## config.mk

```make
export PLATFORM = sky130hd
export DESIGN_NAME = map_top
export DESIGN_NICKNAME = d
export VERILOG_FILES = /design/src/source/map_pkg.sv /design/src/source/obstacle_rng.sv /design/src/source/run_ctrl.sv /design/src/source/obstacle_field.sv /design/src/source/obstacle_view.sv /design/src/source/map_top.sv
export SDC_FILE = /design/constraint.sdc
export NUM_CORES = 1
export LEC_CHECK = 0
export BUFFER_PORTS_ARGS = -buffer_cell sky130_fd_sc_hd__buf_4
export CAP_MARGIN = 20
export CORE_UTILIZATION = 40
export DETAILED_ROUTE_END_ITERATION = 16
export PLACE_DENSITY = 0.57
export SLEW_MARGIN = 20
export SYNTH_ARGS = -nofsm -noshare
export SYNTH_HDL_FRONTEND = slang
export SYNTH_SLANG_ARGS = --single-unit
export TNS_END_PERCENT = 30
```

## constraint.sdc

```tcl
create_clock -name clk -period 36.3 [get_ports clk]
set_input_delay 7.26 -clock clk [delete_from_list [all_inputs] [get_ports clk]]
set_output_delay 7.26 -clock clk [all_outputs]
set_load 0.005 [all_outputs]
```

## src/source/map_pkg.sv

```systemverilog
// Obstacle map shared definitions
`default_nettype none

package map_pkg;

    // ==========================================================
    // Screen geometry
    // ==========================================================
    localparam int screen_width = 640;
    localparam int upper_bound  = 20;
    localparam int lower_bound  = 460;

    // Obstacle size and spacing limits
    localparam int min_width  = 20;
    localparam int max_width  = 80;
    localparam int min_height = 20;
    localparam int max_height = 150;
    localparam int min_gap    = 80;
    localparam int max_gap    = 180;

    // Boundary bands and band selection (102 of 256, roughly 40 %)
    localparam int zone_size          = 60;
    localparam int boundary_threshold = 102;

    // Slot is freed once its right edge is left of this line
    localparam int delete_boundary = -100;

    localparam int score_max = 9999;

    // Off-screen sentinels for invisible slots
    localparam int hidden_x = 700;
    localparam int hidden_y = 500;

    // ==========================================================
    // Types
    // ==========================================================
    typedef logic signed [11:0] pos_x_t;
    typedef logic [9:0]         screen_x_t;
    typedef logic [8:0]         screen_y_t;
    typedef logic [7:0]         size_t;
    typedef logic [13:0]        score_t;

    // Both pause codes hold the map
    typedef enum logic [1:0] {
        mode_idle    = 2'd0,
        mode_run     = 2'd1,
        mode_pause_a = 2'd2,
        mode_pause_b = 2'd3
    } game_mode_e;

endpackage

`default_nettype wire

```

## src/source/obstacle_rng.sv

```systemverilog
// Obstacle parameter generator
`default_nettype none
`timescale 1ns/1ps

module obstacle_rng (
    input  wire               clk,
    input  wire               rst_n,
    output map_pkg::size_t    new_width,
    output map_pkg::size_t    new_height,
    output map_pkg::size_t    new_gap,
    output map_pkg::screen_y_t new_y
);

    localparam int width_span  = map_pkg::max_width - map_pkg::min_width + 1;
    localparam int height_span = map_pkg::max_height - map_pkg::min_height + 1;
    localparam int gap_span    = map_pkg::max_gap - map_pkg::min_gap + 1;
    localparam int mid_lo      = map_pkg::upper_bound + map_pkg::zone_size;

    logic [31:0] lfsr;
    logic [7:0]  width_mix;
    logic [7:0]  height_mix;
    logic [7:0]  gap_mix;
    logic [8:0]  max_y;
    logic [8:0]  mid_hi;
    logic [8:0]  y_pick;
    logic        pick_boundary;

    // Fibonacci LFSR, taps 32 22 2 1
    always_ff @(posedge clk or negedge rst_n) begin
        if (!rst_n) begin
            lfsr <= 32'h1234_5678;
        end else begin
            lfsr <= {lfsr[30:0], lfsr[31] ^ lfsr[21] ^ lfsr[1] ^ lfsr[0]};
        end
    end

    // ==========================================================
    // Size and gap from mixed byte pairs
    // ==========================================================
    assign width_mix  = lfsr[7:0] ^ lfsr[15:8];
    assign height_mix = lfsr[23:16] ^ lfsr[31:24];
    assign gap_mix    = lfsr[31:24] ^ lfsr[7:0];

    assign new_width  = map_pkg::size_t'(map_pkg::min_width + int'(width_mix) % width_span);
    assign new_height = map_pkg::size_t'(map_pkg::min_height + int'(height_mix) % height_span);
    assign new_gap    = map_pkg::size_t'(map_pkg::min_gap + int'(gap_mix) % gap_span);

    // ==========================================================
    // Vertical placement
    // ==========================================================
    always_comb begin
        // Lowest top edge that keeps the obstacle inside the play area
        max_y  = 9'(map_pkg::lower_bound - int'(new_height));
        mid_hi = max_y - 9'(map_pkg::zone_size);
        pick_boundary = int'(lfsr[7:0]) < map_pkg::boundary_threshold;

        if (pick_boundary) begin
            if (lfsr[8]) begin
                y_pick = 9'(map_pkg::upper_bound) + 9'(lfsr[23:16] % 8'(map_pkg::zone_size));
            end else begin
                y_pick = max_y - 9'(lfsr[15:8] % 8'(map_pkg::zone_size));
            end
        end else begin
            // Middle band is never empty with the given height limit
            y_pick = 9'(mid_lo) + (9'(lfsr[31:24] ^ lfsr[15:8]) % (mid_hi - 9'(mid_lo)));
        end

        if (y_pick > max_y) begin
            y_pick = max_y;
        end
        if (y_pick < 9'(map_pkg::upper_bound)) begin
            y_pick = 9'(map_pkg::upper_bound);
        end
        new_y = y_pick;
    end

    a_width_range: assert property (
        @(posedge clk) disable iff (!rst_n)
        (int'(new_width) >= map_pkg::min_width) && (int'(new_width) <= map_pkg::max_width)
    );

endmodule

`default_nettype wire

```

## src/source/run_ctrl.sv

```systemverilog
// Game mode and scroll control
`default_nettype none
`timescale 1ns/1ps

module run_ctrl #(
    parameter int scroll_speed = 4
) (
    input  wire                 clk,
    input  wire                 rst_n,
    input  map_pkg::game_mode_e gamemode,
    input  map_pkg::size_t      new_gap,
    input  wire                 spawn_done,
    input  map_pkg::score_t     removed_count,
    output logic                run,
    output logic                clear,
    output logic                spawn_req,
    output map_pkg::score_t     score,
    output map_pkg::screen_x_t  displacement
);

    localparam map_pkg::pos_x_t spawn_init =
        map_pkg::pos_x_t'(map_pkg::screen_width + map_pkg::min_gap);

    map_pkg::game_mode_e prev_mode;
    map_pkg::pos_x_t     spawn_cnt;
    logic [14:0]         score_sum;

    // ==========================================================
    // Mode decoding
    // ==========================================================
    assign run   = (gamemode == map_pkg::mode_run);
    // Restart on the first run cycle after idle
    assign clear = (gamemode == map_pkg::mode_idle) ||
                   (run && (prev_mode == map_pkg::mode_idle));

    // Countdown reaching the screen edge asks for a new obstacle
    assign spawn_req = run && (spawn_cnt <= map_pkg::pos_x_t'(map_pkg::screen_width));

    assign score_sum = {1'b0, score} + 15'(removed_count);

    always_ff @(posedge clk or negedge rst_n) begin
        if (!rst_n) begin
            prev_mode    <= map_pkg::mode_idle;
            spawn_cnt    <= spawn_init;
            score        <= '0;
            displacement <= '0;
        end else begin
            prev_mode <= gamemode;

            if (gamemode == map_pkg::mode_idle) begin
                displacement <= '0;
            end else if (run) begin
                displacement <= displacement - map_pkg::screen_x_t'(scroll_speed);
            end

            if (clear) begin
                spawn_cnt <= spawn_init;
                score     <= '0;
            end else if (run) begin
                // No free slot keeps the countdown falling and the request up
                if (spawn_done) begin
                    spawn_cnt <= map_pkg::pos_x_t'(map_pkg::screen_width + int'(new_gap));
                end else begin
                    spawn_cnt <= spawn_cnt - map_pkg::pos_x_t'(scroll_speed);
                end

                if (int'(score_sum) > map_pkg::score_max) begin
                    score <= map_pkg::score_t'(map_pkg::score_max);
                end else begin
                    score <= score_sum[13:0];
                end
            end
        end
    end

    a_score_sat: assert property (
        @(posedge clk) disable iff (!rst_n)
        int'(score) <= map_pkg::score_max
    );

endmodule

`default_nettype wire

```

## src/source/obstacle_field.sv

```systemverilog
// Obstacle slot storage and scrolling
`default_nettype none
`timescale 1ns/1ps

module obstacle_field #(
    parameter int num_obstacles = 10,
    parameter int scroll_speed  = 4
) (
    input  wire                                        clk,
    input  wire                                        rst_n,
    input  wire                                        run,
    input  wire                                        clear,
    input  wire                                        spawn_req,
    input  map_pkg::size_t                             new_width,
    input  map_pkg::size_t                             new_height,
    input  map_pkg::screen_y_t                         new_y,
    output logic                                       spawn_done,
    output map_pkg::score_t                            removed_count,
    output logic [num_obstacles-1:0]                   slot_active,
    output map_pkg::pos_x_t   [num_obstacles-1:0]      slot_x,
    output map_pkg::screen_y_t [num_obstacles-1:0]     slot_y,
    output map_pkg::size_t    [num_obstacles-1:0]      slot_w,
    output map_pkg::size_t    [num_obstacles-1:0]      slot_h
);

    localparam int idx_w = (num_obstacles > 1) ? $clog2(num_obstacles) : 1;

    map_pkg::pos_x_t          right_edge [num_obstacles];
    logic [num_obstacles-1:0] expired;
    logic [idx_w-1:0]         free_idx;
    logic                     free_found;
    map_pkg::score_t          del_cnt;
    logic                     step;

    assign step = run && !clear;

    // ==========================================================
    // Removal detection
    // ==========================================================
    always_comb begin
        del_cnt = '0;
        for (int i = 0; i < num_obstacles; i++) begin
            right_edge[i] = slot_x[i] + map_pkg::pos_x_t'(slot_w[i]);
            expired[i]    = slot_active[i] &&
                            (right_edge[i] < map_pkg::pos_x_t'(map_pkg::delete_boundary));
            if (expired[i]) begin
                del_cnt = del_cnt + 1'b1;
            end
        end
    end

    assign removed_count = step ? del_cnt : '0;

    // Lowest inactive slot takes the next obstacle
    always_comb begin
        free_found = 1'b0;
        free_idx   = '0;
        for (int i = 0; i < num_obstacles; i++) begin
            if (!slot_active[i] && !free_found) begin
                free_found = 1'b1;
                free_idx   = idx_w'(i);
            end
        end
    end

    assign spawn_done = spawn_req && step && free_found;

    // ==========================================================
    // Slot state
    // ==========================================================
    always_ff @(posedge clk or negedge rst_n) begin
        if (!rst_n) begin
            slot_active <= '0;
        end else if (clear) begin
            slot_active <= '0;
        end else if (run) begin
            for (int i = 0; i < num_obstacles; i++) begin
                if (expired[i]) begin
                    slot_active[i] <= 1'b0;
                end
            end
            if (spawn_done) begin
                slot_active[free_idx] <= 1'b1;
            end
        end
    end

    // Scroll active slots and load the new obstacle
    always_ff @(posedge clk) begin
        if (step) begin
            for (int i = 0; i < num_obstacles; i++) begin
                if (slot_active[i]) begin
                    slot_x[i] <= slot_x[i] - map_pkg::pos_x_t'(scroll_speed);
                end
            end
            if (spawn_done) begin
                slot_x[free_idx] <= map_pkg::pos_x_t'(map_pkg::screen_width);
                slot_y[free_idx] <= new_y;
                slot_w[free_idx] <= new_width;
                slot_h[free_idx] <= new_height;
            end
        end
    end

    a_removed_max: assert property (
        @(posedge clk) disable iff (!rst_n)
        int'(removed_count) <= num_obstacles
    );

endmodule

`default_nettype wire

```

## src/source/obstacle_view.sv

```systemverilog
// Screen rectangles per obstacle slot
`default_nettype none
`timescale 1ns/1ps

module obstacle_view #(
    parameter int num_obstacles = 10
) (
    input  wire                                     clk,
    input  wire                                     rst_n,
    input  wire  [num_obstacles-1:0]                slot_active,
    input  map_pkg::pos_x_t    [num_obstacles-1:0]  slot_x,
    input  map_pkg::screen_y_t [num_obstacles-1:0]  slot_y,
    input  map_pkg::size_t     [num_obstacles-1:0]  slot_w,
    input  map_pkg::size_t     [num_obstacles-1:0]  slot_h,
    output map_pkg::screen_x_t [num_obstacles-1:0]  obstacle_x_left,
    output map_pkg::screen_x_t [num_obstacles-1:0]  obstacle_x_right,
    output map_pkg::screen_y_t [num_obstacles-1:0]  obstacle_y_up,
    output map_pkg::screen_y_t [num_obstacles-1:0]  obstacle_y_down
);

    for (genvar i = 0; i < num_obstacles; i++) begin : g_slot
        map_pkg::pos_x_t x;
        logic            visible;

        assign x       = slot_x[i];
        // Left edge has to sit on the screen
        assign visible = slot_active[i] && (x >= 0) &&
                         (x < map_pkg::pos_x_t'(map_pkg::screen_width));

        always_ff @(posedge clk or negedge rst_n) begin
            if (!rst_n) begin
                obstacle_x_left[i]  <= map_pkg::screen_x_t'(map_pkg::hidden_x);
                obstacle_x_right[i] <= map_pkg::screen_x_t'(map_pkg::hidden_x);
                obstacle_y_up[i]    <= map_pkg::screen_y_t'(map_pkg::hidden_y);
                obstacle_y_down[i]  <= map_pkg::screen_y_t'(map_pkg::hidden_y);
            end else if (visible) begin
                obstacle_x_left[i]  <= map_pkg::screen_x_t'(x);
                obstacle_x_right[i] <= map_pkg::screen_x_t'(x + map_pkg::pos_x_t'(slot_w[i]));
                obstacle_y_up[i]    <= slot_y[i];
                obstacle_y_down[i]  <= slot_y[i] + map_pkg::screen_y_t'(slot_h[i]);
            end else begin
                obstacle_x_left[i]  <= map_pkg::screen_x_t'(map_pkg::hidden_x);
                obstacle_x_right[i] <= map_pkg::screen_x_t'(map_pkg::hidden_x);
                obstacle_y_up[i]    <= map_pkg::screen_y_t'(map_pkg::hidden_y);
                obstacle_y_down[i]  <= map_pkg::screen_y_t'(map_pkg::hidden_y);
            end
        end

        a_edge_order: assert property (
            @(posedge clk) disable iff (!rst_n)
            (obstacle_x_left[i] != map_pkg::screen_x_t'(map_pkg::hidden_x)) |->
                (obstacle_x_right[i] > obstacle_x_left[i])
        );
    end

endmodule

`default_nettype wire

```

## src/source/map_top.sv

```systemverilog
// Obstacle map top level
`default_nettype none
`timescale 1ns/1ps

module map_top #(
    parameter int num_obstacles = 10,
    parameter int scroll_speed  = 4
) (
    input  wire                                     clk,
    input  wire                                     rst_n,
    input  map_pkg::game_mode_e                     gamemode,
    output map_pkg::score_t                         score,
    output map_pkg::screen_x_t                      displacement,
    output map_pkg::screen_x_t [num_obstacles-1:0]  obstacle_x_left,
    output map_pkg::screen_x_t [num_obstacles-1:0]  obstacle_x_right,
    output map_pkg::screen_y_t [num_obstacles-1:0]  obstacle_y_up,
    output map_pkg::screen_y_t [num_obstacles-1:0]  obstacle_y_down
);

    // Control between run_ctrl and the field
    logic            run;
    logic            clear;
    logic            spawn_req;
    logic            spawn_done;
    map_pkg::score_t removed_count;

    // Next obstacle draw
    map_pkg::size_t     new_width;
    map_pkg::size_t     new_height;
    map_pkg::size_t     new_gap;
    map_pkg::screen_y_t new_y;

    // Slot contents towards the view
    logic [num_obstacles-1:0]                  slot_active;
    map_pkg::pos_x_t    [num_obstacles-1:0]    slot_x;
    map_pkg::screen_y_t [num_obstacles-1:0]    slot_y;
    map_pkg::size_t     [num_obstacles-1:0]    slot_w;
    map_pkg::size_t     [num_obstacles-1:0]    slot_h;

    obstacle_rng rng0 (
        .clk        (clk),
        .rst_n      (rst_n),
        .new_width  (new_width),
        .new_height (new_height),
        .new_gap    (new_gap),
        .new_y      (new_y)
    );

    run_ctrl #(.scroll_speed(scroll_speed)) ctrl0 (
        .clk           (clk),
        .rst_n         (rst_n),
        .gamemode      (gamemode),
        .new_gap       (new_gap),
        .spawn_done    (spawn_done),
        .removed_count (removed_count),
        .run           (run),
        .clear         (clear),
        .spawn_req     (spawn_req),
        .score         (score),
        .displacement  (displacement)
    );

    obstacle_field #(
        .num_obstacles (num_obstacles),
        .scroll_speed  (scroll_speed)
    ) field0 (
        .clk           (clk),
        .rst_n         (rst_n),
        .run           (run),
        .clear         (clear),
        .spawn_req     (spawn_req),
        .new_width     (new_width),
        .new_height    (new_height),
        .new_y         (new_y),
        .spawn_done    (spawn_done),
        .removed_count (removed_count),
        .slot_active   (slot_active),
        .slot_x        (slot_x),
        .slot_y        (slot_y),
        .slot_w        (slot_w),
        .slot_h        (slot_h)
    );

    obstacle_view #(.num_obstacles(num_obstacles)) view0 (
        .clk              (clk),
        .rst_n            (rst_n),
        .slot_active      (slot_active),
        .slot_x           (slot_x),
        .slot_y           (slot_y),
        .slot_w           (slot_w),
        .slot_h           (slot_h),
        .obstacle_x_left  (obstacle_x_left),
        .obstacle_x_right (obstacle_x_right),
        .obstacle_y_up    (obstacle_y_up),
        .obstacle_y_down  (obstacle_y_down)
    );

endmodule

`default_nettype wire

```

==> results.tsv <==
metric	value	unit
outcome	finished clean	
hpwl	92840	um
drtAntennaViolNets	0	
power.density	40.12	nW/um^2
synth-edff-count	370	
slew_viol_final	0	
crit_slowest_cell	xnor2_1	
syn_avg_cell_area	11.41	um^2
required	36.67	ns
post-route-period-util	53.16	%
seqPwrFrac	49.9	%
final.setup.tns	0	ns
clk_pin_slew	0.06	ns
hp-class	reg2reg	
worstPathBufferInverterCount	5	
slew_headroom	26.81	%
final_common_cell	buf_4	
power.switching	457.6	uW
peakVddDrop	0.02752	mV
setup_viol	0	
rr_startpoint	rng0.lfsr[24]	
drtIter0Drc	2441	
worstPathArrival	19.67	ns
worstMarginPinSlew	1.096	ns
ff2ff_path_depth	70	
rsz0062_at_grt	false	
synthCells	3694	
r2r_setup_slack	17.00	ns
grt_max_degree	157	
synth_area_leader_cell	edfxtp_1	
routed_wl	126100	um
p_sw_share	22.75	%
antenna_found_initial	15	
finalHoldViolations	0	
diodes	0	
path_class	reg2reg	
cp_max_fo	17	
synth_seq_cells	828	
synth_ff_type	edfxtp_1	
cts_tree	done	
fmax	51.82	MHz
finalCriticalPeriod	19.30	ns
wire_per_inst	22.52	um
crit_family	compound AO/OA/AOI/OAI gates	
holdWs	0.4117	ns
max-clock-path-buffers	3	
finalClockSkew	0.03253	ns
core	103900	um^2
fin_nets	4444	
async_flop_share	55.31	%
synth_top_area_share	26.37	%
holdPathStages	0	
post_cts_resized	0	
cp-end-kind	flip-flop	
post-route-drc-count	0	
comb_power_share	4.3	%
synth_area_leaders	edfxtp_1, dfstp_2, dfrtp_1	
rows	118	
clock_sinks	828	
final_cell_mix	buf_4, edfxtp_1, nand2_1	
hold_start	rng0.lfsr[3]	
yosysSeqAreaShare	54.34	%
areaGrowthSynthToFinish	19.00	%
die_y	326.5	um
yosys_warnings	0	
max_stage_delay	0.82	ns
vias_per_cell	5.284	
vias	29590	
cts-buffers-inserted	91	
grt_usage	23.40	%
die_area	106600	um^2
grt_pass1_vias	28710	
yosysUniqueCellTypes	103	
cts_setup_buffers	0	
worstSkewPairLatency	0.69	ns
p_leak	0.02061	uW
cts_hold_buf	0	
port-buffer-count	405	
rr_endpoint	field0.slot_y[47]	
root_buffer	clkbuf_16	
hold_end	rng0.lfsr[4]	
routabilityCongestion	0.9146	
cp-start-kind	flip-flop	
start_util	40.53	%
max_cap_viol_count	0	
h-tree-depth	3	
drive_gt1_share	22.65	%
io_pins	408	
drt_first_pass_iters	5	
grt_pass1_wl	186800	um
grt-ovfl-total	0	
clock_power_share	45.8	%
die_x	326.5	um
synth_area	42130	um^2
p_int	1554	uW
-- power groups by stage --
stage               clock network, uW  registers, uW  logic, uW
floorplan                           0           1020       53.0
global placement                    0           1020       85.1
detailed placement                  0           1020       86.0
CTS                               940           1000       86.5
global route                      978           1010       95.8
finish                            921           1000       85.7
-- stage by stage --
step	setup slack, ns	util [%]	cell area [um^2]	total power, uW	cells
global route	15.39	48.24	50140	2080	5601
detailed placement	17.34	45.37	47160	1107	5429
finish	17.00	48.24	50140	2011	5601
global placement	17.61	45.34	47120	1106	5427
floorplan	21.61	-	42150	1069	3700
CTS	17.21	48.24	50140	2030	5601
-- kinds of logic (layout without fill, tap and decap cells) --
kind of cell	Yosys count	after routing	share of synthesized area, %
DFF	828	828	54.34
buffers and inverters	275	796	2.527
AOI/OAI and AO/OA	739	739	11.74
and+or+nand+nor	1182	1182	14.07
adders and majority gates	302	302	9.355
muxes	28	28	0.7038
other	2	8	0.01783
xor gates and xnor gates	338	338	7.249
-- state kept, by name, indices dropped and copies added (netlist names), 10 cells and up --
name                    count
field0.slot_x             120
view0.obstacle_x_left     100
view0.obstacle_x_right    100
field0.slot_y              90
view0.obstacle_y_down      90
view0.obstacle_y_up        90
field0.slot_h              80
field0.slot_w              80
rng0.lfsr                  32
ctrl0.score                14
ctrl0.spawn_cnt            12
field0.slot_active         10
-- final cells by class --
| class | count | area [um^2] |
|---|---|---|
| clock inverter | 40 | 335.3 |
| timing repair buffer | 451 | 3413 |
| inverter | 173 | 651.9 |
| clock buffer | 132 | 2643 |
| sequential | 828 | 22890 |
| tap | 1380 | 1727 |
| multi-input combinational | 2597 | 18470 |
| fill | 9405 | 53800 |
-- metal layers --
metal  wire (um)  global-route usage [%]  vias up
li1            -                       -    13940
met1       57740                   33.79    14600
met2       58260                   36.95      913
met3        7187                   3.000      147
met4        2921                   6.430        0
met5           0                       0        -
-- worst max path at each step --
| stage | startpoint | to | slack [ns] | cells after the start |
|---|---|---|---|---|
| 2_1_floorplan | rng0.lfsr[24] | field0.slot_y[10] | 21.61 | 75 |
| 3_3_place_gp | rng0.lfsr[24] | field0.slot_y[7] | 17.61 | 71 |
| 3_5_place_dp | rng0.lfsr[24] | field0.slot_y[38] | 17.34 | 70 |
| 4_1_cts | rng0.lfsr[24] | field0.slot_y[11] | 17.21 | 70 |
| 5_1_grt | rng0.lfsr[24] | field0.slot_y[65] | 15.39 | 70 |
| 6_report | rng0.lfsr[24] | field0.slot_y[47] | 17.00 | 70 |
-- cell usage after synthesis (all sizes together), types with 18 or more instances --
| cell | instances |
|---|---|
| xor2 | 89 |
| or2 | 31 |
| nor4 | 18 |
| xnor2 | 245 |
| nor3b | 19 |
| ha | 275 |
| nand3 | 49 |
| nand2 | 287 |
| nand4 | 21 |
| o211ai | 18 |
| a21oi | 199 |
| nor2 | 280 |
| clkbuf | 89 |
| o21bai | 63 |
| fa | 23 |
| and3 | 20 |
| edfxtp | 370 |
| nand2b | 145 |
| a21o | 60 |
| dfrtp | 201 |
| inv | 165 |
| a211oi | 23 |
| o21a | 39 |
| nor2b | 39 |
| dfstp | 257 |
| nor3 | 89 |
| a31oi | 18 |
| o31ai | 32 |
| and2 | 137 |
| o21ai | 144 |
(Power assumes the default switching activity.)
